## src/fp2_consts.svh

```systemverilog
/*
 * Sizing constants for the F(p^2) product core.
 * Include in any file that needs digit or address widths.
 */

`ifndef FP2_CONSTS_SVH
`define FP2_CONSTS_SVH

// bits per digit and digits per operand part
`define FP2_RADIX 16
`define FP2_DIGITS 4

`define FP2_DIGIT_AW ((`FP2_DIGITS > 1) ? $clog2(`FP2_DIGITS) : 1)
`define FP2_RES_DIGITS (2 * `FP2_DIGITS)
`define FP2_RES_AW $clog2(`FP2_RES_DIGITS)

// two digits, pair growth, sign and one spare
`define FP2_ACC_W (2 * `FP2_RADIX + $clog2(`FP2_DIGITS) + 2)

`endif
```

## src/fp2_pkg.sv

```systemverilog
/*
 * Shared types of the F(p^2) product core.
 * Ports name them by scope, module bodies import the package.
 */

`default_nettype none

`include "fp2_consts.svh"

package fp2_pkg;

  typedef logic [`FP2_RADIX-1:0] digit_t;
  typedef logic [`FP2_DIGIT_AW-1:0] op_addr_t;
  typedef logic [`FP2_RES_AW-1:0] res_addr_t;

  // column sum, carry kept signed for the sub part
  typedef logic signed [`FP2_ACC_W-1:0] acc_t;

  typedef enum logic [1:0] {
    idle,
    run,
    drain
  } seq_state_t;

endpackage

`default_nettype wire

```

## src/fp2_mul.sv

```systemverilog
/*
 * Top of the digit-serial F(p^2) product core.
 * Pulse start while busy is low, wait for done, then read the sub and
 * add parts back through res_addr. Operand memories must answer one
 * cycle after op_rd_en.
 */

`timescale 1ns/1ns
`default_nettype none

module fp2_mul (
  input  wire                      clk,
  input  wire                      rst,
  input  wire                      start,
  output logic                     busy,
  output logic                     done,
  output logic                     op_rd_en,
  output fp2_pkg::op_addr_t        a_addr,
  output fp2_pkg::op_addr_t        b_addr,
  input  wire fp2_pkg::digit_t     a0_dout,
  input  wire fp2_pkg::digit_t     a1_dout,
  input  wire fp2_pkg::digit_t     b0_dout,
  input  wire fp2_pkg::digit_t     b1_dout,
  input  wire fp2_pkg::res_addr_t  res_addr,
  output fp2_pkg::digit_t          res_sub,
  output fp2_pkg::digit_t          res_add
);

  import fp2_pkg::*;

  logic      pair_valid;
  logic      col_first;
  logic      col_last;
  res_addr_t col_idx;
  logic      wr_en;
  res_addr_t wr_col;
  digit_t    sub_digit;
  digit_t    add_digit;

  fp2_col_seq u_col_seq (
    .clk        (clk),
    .rst        (rst),
    .start      (start),
    .busy       (busy),
    .done       (done),
    .op_rd_en   (op_rd_en),
    .a_addr     (a_addr),
    .b_addr     (b_addr),
    .pair_valid (pair_valid),
    .col_first  (col_first),
    .col_last   (col_last),
    .col_idx    (col_idx),
    .wr_en      (wr_en)
  );

  // real part a0*b0 - a1*b1
  fp2_mac #(.subtract(1'b1)) u_mac_sub (
    .clk        (clk),
    .rst        (rst),
    .pair_valid (pair_valid),
    .col_first  (col_first),
    .col_last   (col_last),
    .col_idx    (col_idx),
    .x0         (a0_dout),
    .x1         (a1_dout),
    .y0         (b0_dout),
    .y1         (b1_dout),
    .wr_en      (wr_en),
    .wr_col     (wr_col),
    .wr_digit   (sub_digit)
  );

  // imaginary part a0*b1 + a1*b0, same timing as the sub side
  fp2_mac #(.subtract(1'b0)) u_mac_add (
    .clk        (clk),
    .rst        (rst),
    .pair_valid (pair_valid),
    .col_first  (col_first),
    .col_last   (col_last),
    .col_idx    (col_idx),
    .x0         (a0_dout),
    .x1         (a1_dout),
    .y0         (b1_dout),
    .y1         (b0_dout),
    .wr_en      (),
    .wr_col     (),
    .wr_digit   (add_digit)
  );

  fp2_result_bank u_result_bank (
    .clk       (clk),
    .wr_en     (wr_en),
    .wr_col    (wr_col),
    .sub_digit (sub_digit),
    .add_digit (add_digit),
    .res_addr  (res_addr),
    .res_sub   (res_sub),
    .res_add   (res_add)
  );

endmodule

`default_nettype wire

```

## src/fp2_result_bank.sv

```systemverilog
/*
 * Result storage for the sub and add parts, one digit per column.
 * The accumulators share the write port; the host reads both parts at
 * res_addr with one cycle of latency once the run is over.
 */

`timescale 1ns/1ns
`default_nettype none

`include "fp2_consts.svh"

module fp2_result_bank (
  input  wire                      clk,
  input  wire                      wr_en,
  input  wire fp2_pkg::res_addr_t  wr_col,
  input  wire fp2_pkg::digit_t     sub_digit,
  input  wire fp2_pkg::digit_t     add_digit,
  input  wire fp2_pkg::res_addr_t  res_addr,
  output fp2_pkg::digit_t          res_sub,
  output fp2_pkg::digit_t          res_add
);

  import fp2_pkg::*;

  digit_t sub_mem [`FP2_RES_DIGITS];
  digit_t add_mem [`FP2_RES_DIGITS];

  // both parts land in the same column together
  always_ff @(posedge clk) begin
    if (wr_en) begin
      sub_mem[wr_col] <= sub_digit;
      add_mem[wr_col] <= add_digit;
    end
  end

  // registered host read
  always_ff @(posedge clk) begin
    res_sub <= sub_mem[res_addr];
    res_add <= add_mem[res_addr];
  end

endmodule

`default_nettype wire

```

## src/fp2_mac.sv

```systemverilog
/*
 * Column multiply-accumulate for one part of the F(p^2) product.
 * subtract = 1 forms x0*y0 - x1*y1, subtract = 0 forms x0*y0 + x1*y1.
 * Each column starts from the signed carry of the one before and writes
 * its low digit one cycle after its last pair.
 */

`timescale 1ns/1ns
`default_nettype none

`include "fp2_consts.svh"

module fp2_mac #(
  parameter bit subtract = 1'b0
) (
  input  wire                      clk,
  input  wire                      rst,
  input  wire                      pair_valid,
  input  wire                      col_first,
  input  wire                      col_last,
  input  wire fp2_pkg::res_addr_t  col_idx,
  input  wire fp2_pkg::digit_t     x0,
  input  wire fp2_pkg::digit_t     x1,
  input  wire fp2_pkg::digit_t     y0,
  input  wire fp2_pkg::digit_t     y1,
  output logic                     wr_en,
  output fp2_pkg::res_addr_t       wr_col,
  output fp2_pkg::digit_t          wr_digit
);

  import fp2_pkg::*;

  localparam int prod_w = 2 * `FP2_RADIX;
  localparam res_addr_t top_col = res_addr_t'(`FP2_RES_DIGITS - 1);

  typedef logic [prod_w-1:0] prod_t;

  prod_t p0;
  prod_t p1;
  acc_t  term;
  acc_t  seed;
  acc_t  total;
  acc_t  acc;
  acc_t  carry;

  assign p0 = prod_t'(x0) * prod_t'(y0);
  assign p1 = prod_t'(x1) * prod_t'(y1);

  // the top column only takes the final carry
  assign term = (col_idx == top_col) ? '0 :
                subtract ? acc_t'(p0) - acc_t'(p1) : acc_t'(p0) + acc_t'(p1);

  // column 0 has no carry in
  assign seed = col_first ? ((col_idx == '0) ? '0 : carry) : acc;
  assign total = seed + term;

  always_ff @(posedge clk) begin
    if (pair_valid) begin
      acc <= total;
    end
    if (pair_valid && col_last) begin
      wr_digit <= total[`FP2_RADIX-1:0];
      wr_col <= col_idx;
      carry <= total >>> `FP2_RADIX;
    end
  end

  always_ff @(posedge clk) begin
    if (rst) begin
      wr_en <= 1'b0;
    end else begin
      wr_en <= pair_valid && col_last;
    end
  end

  // a column seeds from the carry of the column written just before it
  a_carry_ready: assert property (@(posedge clk) disable iff (rst)
    pair_valid && col_first && col_idx != '0 |-> wr_en && wr_col == col_idx - res_addr_t'(1));

endmodule

`default_nettype wire

```

## src/fp2_col_seq.sv

```systemverilog
/*
 * Product-scanning sequencer. Walks every result column and the digit
 * pairs that feed it, one pair per cycle, drives the operand reads and
 * hands column flags to the accumulators aligned with the read data.
 * Counts result writes to close the run with done.
 */

`timescale 1ns/1ns
`default_nettype none

`include "fp2_consts.svh"

module fp2_col_seq (
  input  wire                 clk,
  input  wire                 rst,
  input  wire                 start,
  output logic                busy,
  output logic                done,
  output logic                op_rd_en,
  output fp2_pkg::op_addr_t   a_addr,
  output fp2_pkg::op_addr_t   b_addr,
  output logic                pair_valid,
  output logic                col_first,
  output logic                col_last,
  output fp2_pkg::res_addr_t  col_idx,
  input  wire                 wr_en
);

  import fp2_pkg::*;

  localparam res_addr_t last_col = res_addr_t'(`FP2_RES_DIGITS - 1);
  localparam res_addr_t digits_r = res_addr_t'(`FP2_DIGITS);
  localparam res_addr_t d_minus_1 = res_addr_t'(`FP2_DIGITS - 1);

  seq_state_t state;
  res_addr_t  col;
  op_addr_t   pair;
  res_addr_t  wr_cnt;
  logic       accept;
  logic       issue;
  op_addr_t   cur_lo;
  op_addr_t   cur_hi;
  op_addr_t   next_lo;

  // first pair index of column k
  function automatic op_addr_t pair_lo(input res_addr_t k);
    // top column has no real pair, one dummy read carries its flags
    if (k == last_col) begin
      return op_addr_t'(d_minus_1);
    end
    if (k >= digits_r) begin
      return op_addr_t'(k - d_minus_1);
    end
    return '0;
  endfunction

  // last pair index of column k
  function automatic op_addr_t pair_hi(input res_addr_t k);
    if (k < digits_r) begin
      return op_addr_t'(k);
    end
    return op_addr_t'(d_minus_1);
  endfunction

  assign accept = start && !busy;
  assign issue = (state == run);

  assign cur_lo = pair_lo(col);
  assign cur_hi = pair_hi(col);
  assign next_lo = pair_lo(col + res_addr_t'(1));

  // a digit j, b digit k-j
  assign op_rd_en = issue;
  assign a_addr = pair;
  assign b_addr = op_addr_t'(col - res_addr_t'(pair));

  always_ff @(posedge clk) begin
    if (rst) begin
      state <= idle;
      busy <= 1'b0;
      done <= 1'b0;
      col <= '0;
      pair <= '0;
      wr_cnt <= '0;
    end else begin
      done <= 1'b0;
      if (accept) begin
        state <= run;
        busy <= 1'b1;
        col <= '0;
        pair <= '0;
        wr_cnt <= '0;
      end else begin
        if (wr_en) begin
          wr_cnt <= wr_cnt + res_addr_t'(1);
        end
        case (state)
          run: begin
            if (pair == cur_hi) begin
              if (col == last_col) begin
                state <= drain;
              end else begin
                col <= col + res_addr_t'(1);
                pair <= next_lo;
              end
            end else begin
              pair <= pair + op_addr_t'(1);
            end
          end
          drain: begin
            // last column written
            if (wr_en && wr_cnt == last_col) begin
              done <= 1'b1;
              busy <= 1'b0;
            end
            if (done) begin
              state <= idle;
            end
          end
          default: begin
          end
        endcase
      end
    end
  end

  // flags follow the one-cycle memory read
  always_ff @(posedge clk) begin
    if (rst) begin
      pair_valid <= 1'b0;
      col_first <= 1'b0;
      col_last <= 1'b0;
    end else begin
      pair_valid <= issue;
      col_first <= issue && (pair == cur_lo);
      col_last <= issue && (pair == cur_hi);
    end
  end

  always_ff @(posedge clk) begin
    col_idx <= col;
  end

  a_done_not_idle: assert property (@(posedge clk) disable iff (rst)
    done |-> state != idle);

  // columns follow each other without a skip
  a_col_in_order: assert property (@(posedge clk) disable iff (rst)
    pair_valid && col_first && col_idx != '0 |-> col_idx == $past(col_idx) + res_addr_t'(1));

endmodule

`default_nettype wire

```

## config.mk

```make
export PLATFORM = sky130hd
export DESIGN_NAME = fp2_mul
export DESIGN_NICKNAME = d
export VERILOG_FILES = /design/src/fp2_pkg.sv /design/src/fp2_mul.sv /design/src/fp2_result_bank.sv /design/src/fp2_mac.sv /design/src/fp2_col_seq.sv
export VERILOG_INCLUDE_DIRS = /design/src
export SDC_FILE = /design/constraint.sdc
export NUM_CORES = 2
export LEC_CHECK = 0
export ABC_CLOCK_PERIOD_IN_PS = 11130
export BUFFER_PORTS_ARGS = -buffer_cell sky130_fd_sc_hd__buf_2
export CORE_UTILIZATION = 50
export CTS_CLUSTER_DIAMETER = 80
export DETAILED_ROUTE_END_ITERATION = 16
export PLACE_DENSITY = 0.65
export SYNTH_ARGS = -nofsm -noshare
export SYNTH_HDL_FRONTEND = slang
export SYNTH_SLANG_ARGS = --single-unit
```

## constraint.sdc

```tcl
create_clock -name clk -period 11.13 [get_ports clk]
set_input_delay 1.113 -clock clk [delete_from_list [all_inputs] [get_ports clk]]
set_output_delay 1.113 -clock clk [all_outputs]
set_load 0.02 [all_outputs]
```

==> impl_metrics.xml <==
<?xml version="1.0" encoding="UTF-8"?>
<metrics>
  <group name="worst_setup_path">
    <metric name="cp-endpoint" unit="">u_mac_add.carry[19]</metric>
    <metric name="critPathLaunchType" unit="">input port</metric>
    <metric name="worstReg2RegStart" unit="">u_col_seq.col_idx[0]</metric>
    <metric name="critical_path_arrival" unit="ps">10490</metric>
    <metric name="cpMostUsedCell" unit="">sky130_fd_sc_hd__fa_1</metric>
    <metric name="worst-r2r-cell-count" unit="">17</metric>
    <metric name="cp.required" unit="ps">11470</metric>
    <metric name="cp-end-kind" unit="">register</metric>
    <metric name="biggest_fanout_along_the_worst_timing_path" unit="">25</metric>
    <metric name="timing.critical_path.slowest_stage_cell" unit="">sky130_fd_sc_hd__buf_2</metric>
    <metric name="regToRegSetupSlack" unit="ps">6120</metric>
    <metric name="path_class" unit="">in -&gt; reg</metric>
    <metric name="critPathMaxStageDelay" unit="ps">590</metric>
    <metric name="timing.critical_path.from" unit="">a0_dout[10]</metric>
    <metric name="timing.rr.end" unit="">u_mac_sub.carry[16]</metric>
  </group>
  <group name="clock_network">
    <metric name="cts-htree-levels" unit="">2</metric>
    <metric name="path_clk_slew" unit="ps">60</metric>
    <metric name="cts_buffers" unit="">45</metric>
    <metric name="cts.repair.resized" unit="">0</metric>
    <metric name="postCtsSetupBuffers" unit="">0</metric>
    <metric name="clock_network_latency_to_the_later_pin_of_the_worst_skew_pair" unit="ps">600</metric>
    <metric name="ctsHoldBuffers" unit="">0</metric>
    <metric name="cts_root_buffer" unit="">sky130_fd_sc_hd__clkbuf_16</metric>
    <metric name="numClockSinks" unit="">454</metric>
    <metric name="cts_tree" unit="">built</metric>
    <metric name="cts.path.max_buffers" unit="">3</metric>
  </group>
  <group name="finish">
    <metric name="layout_cells_sized_above_1" unit="%">7.45</metric>
    <metric name="multiInputGateArea" unit="um2">36700</metric>
    <metric name="ff_latch_area" unit="um2">13100</metric>
    <metric name="finish.net_count" unit="">6701</metric>
    <metric name="layout_commonest_cell" unit="">sky130_fd_sc_hd__inv_1</metric>
    <metric name="layout.filler_cells" unit="">9696</metric>
    <metric name="most-common-layout-cells" unit="">sky130_fd_sc_hd__inv_1, sky130_fd_sc_hd__fa_1, sky130_fd_sc_hd__nand2_1</metric>
    <metric name="syn2layout_area_growth" unit="%">6.56</metric>
  </group>
  <group name="logic_synthesis">
    <metric name="nets_in_the_synthesized_netlist" unit="">6713</metric>
    <metric name="yosysSeqAreaShare" unit="%">23.9</metric>
    <metric name="syn-cell-area" unit="um2">55000</metric>
    <metric name="compound_cell_area_share_of_the_yosys_netlist" unit="%">5.16</metric>
    <metric name="synth_top_family_by_area" unit="">adder cells</metric>
    <metric name="synth_xor_area_share" unit="%">2.06</metric>
    <metric name="yosysWarningCount" unit="">0</metric>
    <metric name="asr_flop_ratio_synth" unit="%">0</metric>
    <metric name="synth.area.mux_share" unit="%">3.33</metric>
    <metric name="yosys.area_share.simple" unit="%">12.5</metric>
    <metric name="synth_fa_ha_area_share" unit="%">43.6</metric>
    <metric name="synth-main-ff-cell" unit="">sky130_fd_sc_hd__edfxtp_1</metric>
    <metric name="register_bit_total_from_synthesis" unit="">454</metric>
    <metric name="ys_types" unit="">75</metric>
    <metric name="synth-edff-count" unit="">403</metric>
    <metric name="post_synth.cell_area_avg" unit="um2">10.4</metric>
    <metric name="synthCells" unit="">5266</metric>
  </group>
  <group name="detailed_routing">
    <metric name="wl_per_cell" unit="um">19.9</metric>
    <metric name="vias" unit="">35892</metric>
    <metric name="drcViolationCount" unit="">0</metric>
    <metric name="drt_iter0_markers" unit="">2132</metric>
    <metric name="wl" unit="um">133000</metric>
    <metric name="first_pass_iters" unit="">5</metric>
    <metric name="vias_per_cell" unit="">5.35</metric>
    <metric name="ant_nets" unit="">0</metric>
  </group>
  <group name="run_status">
    <metric name="status" unit="">finished, final reports clean</metric>
  </group>
  <group name="timing">
    <metric name="worstMarginPinSlew" unit="ps">954</metric>
    <metric name="hold_violations" unit="">0</metric>
    <metric name="sum_of_negative_setup_slack" unit="ps">0</metric>
    <metric name="rsz0062_at_grt" unit="">no</metric>
    <metric name="timing.fmax" unit="MHz">98.5</metric>
    <metric name="worst_slew_margin_rel" unit="%">36.4</metric>
    <metric name="timing.final.crit_share" unit="%">91.2</metric>
    <metric name="post-route-min-period" unit="ps">10150</metric>
    <metric name="finalMaxSlewViolations" unit="">0</metric>
    <metric name="finalSetupViolCount" unit="">0</metric>
    <metric name="clock-skew-final" unit="ps">34.3</metric>
    <metric name="timing.hold.ws" unit="ps">453</metric>
  </group>
  <group name="floorplan">
    <metric name="placementRows" unit="">121</metric>
    <metric name="core_area" unit="um2">109000</metric>
    <metric name="start_util" unit="%">50.5</metric>
    <metric name="die_height" unit="um">334</metric>
    <metric name="die_area" unit="um2">111000</metric>
    <metric name="io-pin-count" unit="">109</metric>
    <metric name="die_width" unit="um">334</metric>
  </group>
  <group name="place">
    <metric name="gp_congestion" unit="">0.906</metric>
    <metric name="buffer_ports.inserted" unit="">108</metric>
    <metric name="post-dp-hpwl" unit="um">102000</metric>
  </group>
  <group name="grt">
    <metric name="grt_first_pass_wirelength" unit="um">217000</metric>
    <metric name="antenna_found_initial" unit="">12</metric>
    <metric name="vias_in_the_first_global_route" unit="">39112</metric>
    <metric name="gr-usage-all-layers" unit="%">25.1</metric>
    <metric name="final_global_route_overflow_total" unit="">0</metric>
    <metric name="grt_max_degree" unit="">65</metric>
  </group>
  <group name="job">
    <metric name="timing.max_cap.violations" unit="">0</metric>
  </group>
  <group name="hold_path">
    <metric name="worst_hold_path_type" unit="">reg -&gt; reg</metric>
  </group>
</metrics>
==> through the flow <==
stage | instance area [um2] | util, % | cells | setup slack [ps]
CTS | 58600 | 53.7 | 6705 | 1080
finish | 58600 | 53.8 | 6713 | 981
floorplan | 55000 | - | 5266 | 1750
detailed placement | 57100 | 52.3 | 6621 | 441
global route | 58600 | 53.7 | 6706 | 597
global placement | 57100 | 52.3 | 6621 | 484
==> worst min-delay path by stage <==
stage	from	endpoint	slack [ps]	cells past startpoint
after global placement	u_col_seq.col[2]	u_col_seq.col_idx[2]	440	0
after floorplan	u_col_seq.col[2]	u_col_seq.col_idx[2]	400	0
after detailed placement	u_col_seq.col[2]	u_col_seq.col_idx[2]	450	0
final	u_col_seq.col[2]	u_col_seq.col_idx[2]	450	0
after CTS	u_col_seq.col[2]	u_col_seq.col_idx[2]	460	0
after global routing	u_col_seq.col[2]	u_col_seq.col_idx[2]	480	0
==> layout make-up <==
class | instances | share of cell area (%)
Antenna cell | 8 | 0.0342
Timing Repair Buffer | 189 | 1.99
Sequential cell | 454 | 22.4
Clock inverter | 21 | 0.532
Tap cell | 1414 | 3.02
Inverter | 1135 | 7.27
Multi-Input combinational cell | 3429 | 62.7
Clock buffer | 63 | 2.07
==> sequential cells by signal, summed over array words and instances, names as in the netlist, 2 cells and up <==
name and count:
u_mac_sub.acc 36, u_mac_sub.carry 20, u_result_bank.res_add 16, u_mac_sub.wr_col 3, u_col_seq.state 2, u_col_seq.col 3, u_mac_sub.wr_digit 16, u_result_bank.add_mem 128
u_col_seq.wr_cnt 3, u_mac_add.wr_digit 16, u_result_bank.res_sub 16, u_mac_add.carry 20, u_result_bank.sub_mem 128, u_mac_add.acc 36, u_col_seq.a_addr 2, u_col_seq.col_idx 3
==> synth_stat cells (3+ instances only) <==
master	count	area, um2
sky130_fd_sc_hd__o21a_1	27	203
sky130_fd_sc_hd__ha_1	475	5940
sky130_fd_sc_hd__a21o_1	68	510
sky130_fd_sc_hd__mux2i_1	3	30.0
sky130_fd_sc_hd__nand2b_1	20	125
sky130_fd_sc_hd__nand3_1	24	120
sky130_fd_sc_hd__or3_1	4	25.0
sky130_fd_sc_hd__dfxtp_1	51	1020
sky130_fd_sc_hd__a211o_1	3	26.3
sky130_fd_sc_hd__a21oi_1	118	591
sky130_fd_sc_hd__a211oi_1	22	165
sky130_fd_sc_hd__buf_2	4	20.0
sky130_fd_sc_hd__nand4_1	10	62.6
sky130_fd_sc_hd__o21bai_1	21	158
sky130_fd_sc_hd__or2_2	4	25.0
sky130_fd_sc_hd__nand3b_1	3	22.5
sky130_fd_sc_hd__edfxtp_1	403	12100
sky130_fd_sc_hd__mux2_2	32	360
sky130_fd_sc_hd__nor2_1	132	495
sky130_fd_sc_hd__clkbuf_1	234	878
sky130_fd_sc_hd__xor2_1	50	438
sky130_fd_sc_hd__o22ai_1	3	18.8
sky130_fd_sc_hd__a31oi_1	9	56.3
sky130_fd_sc_hd__inv_1	1135	4260
sky130_fd_sc_hd__o211ai_1	7	52.6
sky130_fd_sc_hd__a221oi_1	3	26.3
sky130_fd_sc_hd__mux4_2	64	1440
sky130_fd_sc_hd__buf_1	10	37.5
sky130_fd_sc_hd__o21ai_1	9	45.0
sky130_fd_sc_hd__nor3_1	20	100
sky130_fd_sc_hd__nand2_1	576	2160
sky130_fd_sc_hd__fa_1	902	18100
sky130_fd_sc_hd__nor2b_1	10	62.6
sky130_fd_sc_hd__o21ai_0	111	556
sky130_fd_sc_hd__and3_1	15	93.8
sky130_fd_sc_hd__xnor2_1	77	674
sky130_fd_sc_hd__and2_1	554	3470
==> metal layers <==
metal,up-vias,GRT usage (%),share of wire [%],wire length [um]
met1,18421,33.0,42,55700
li1,16253,-,-,-
met4,10,7.84,3.5,4650
met3,232,3.39,6.0,7950
met5,-,0,0.053,70
met2,976,43.0,49,64900
==> critical path: cells and delay by family <==
family | cells | cell delay [ps]
adder cells (fa/ha/maj) | 10 | 4960
AO/OA/AOI/OAI | 12 | 2580
AND/OR/NAND/NOR | 5 | 940
buffers and inverters | 6 | 890
==> logic make-up after synthesis <==
group / after synthesis
buf+inv: 1383
fa+ha+maj: 1377
flops: 454
simple gates: 1386
mux: 99
compound gates: 439
xor+xnor: 128
Power is left out: the tool's default activity adds up to more than one toggle a clock period on the data nets, which glitch-free logic cannot reach.
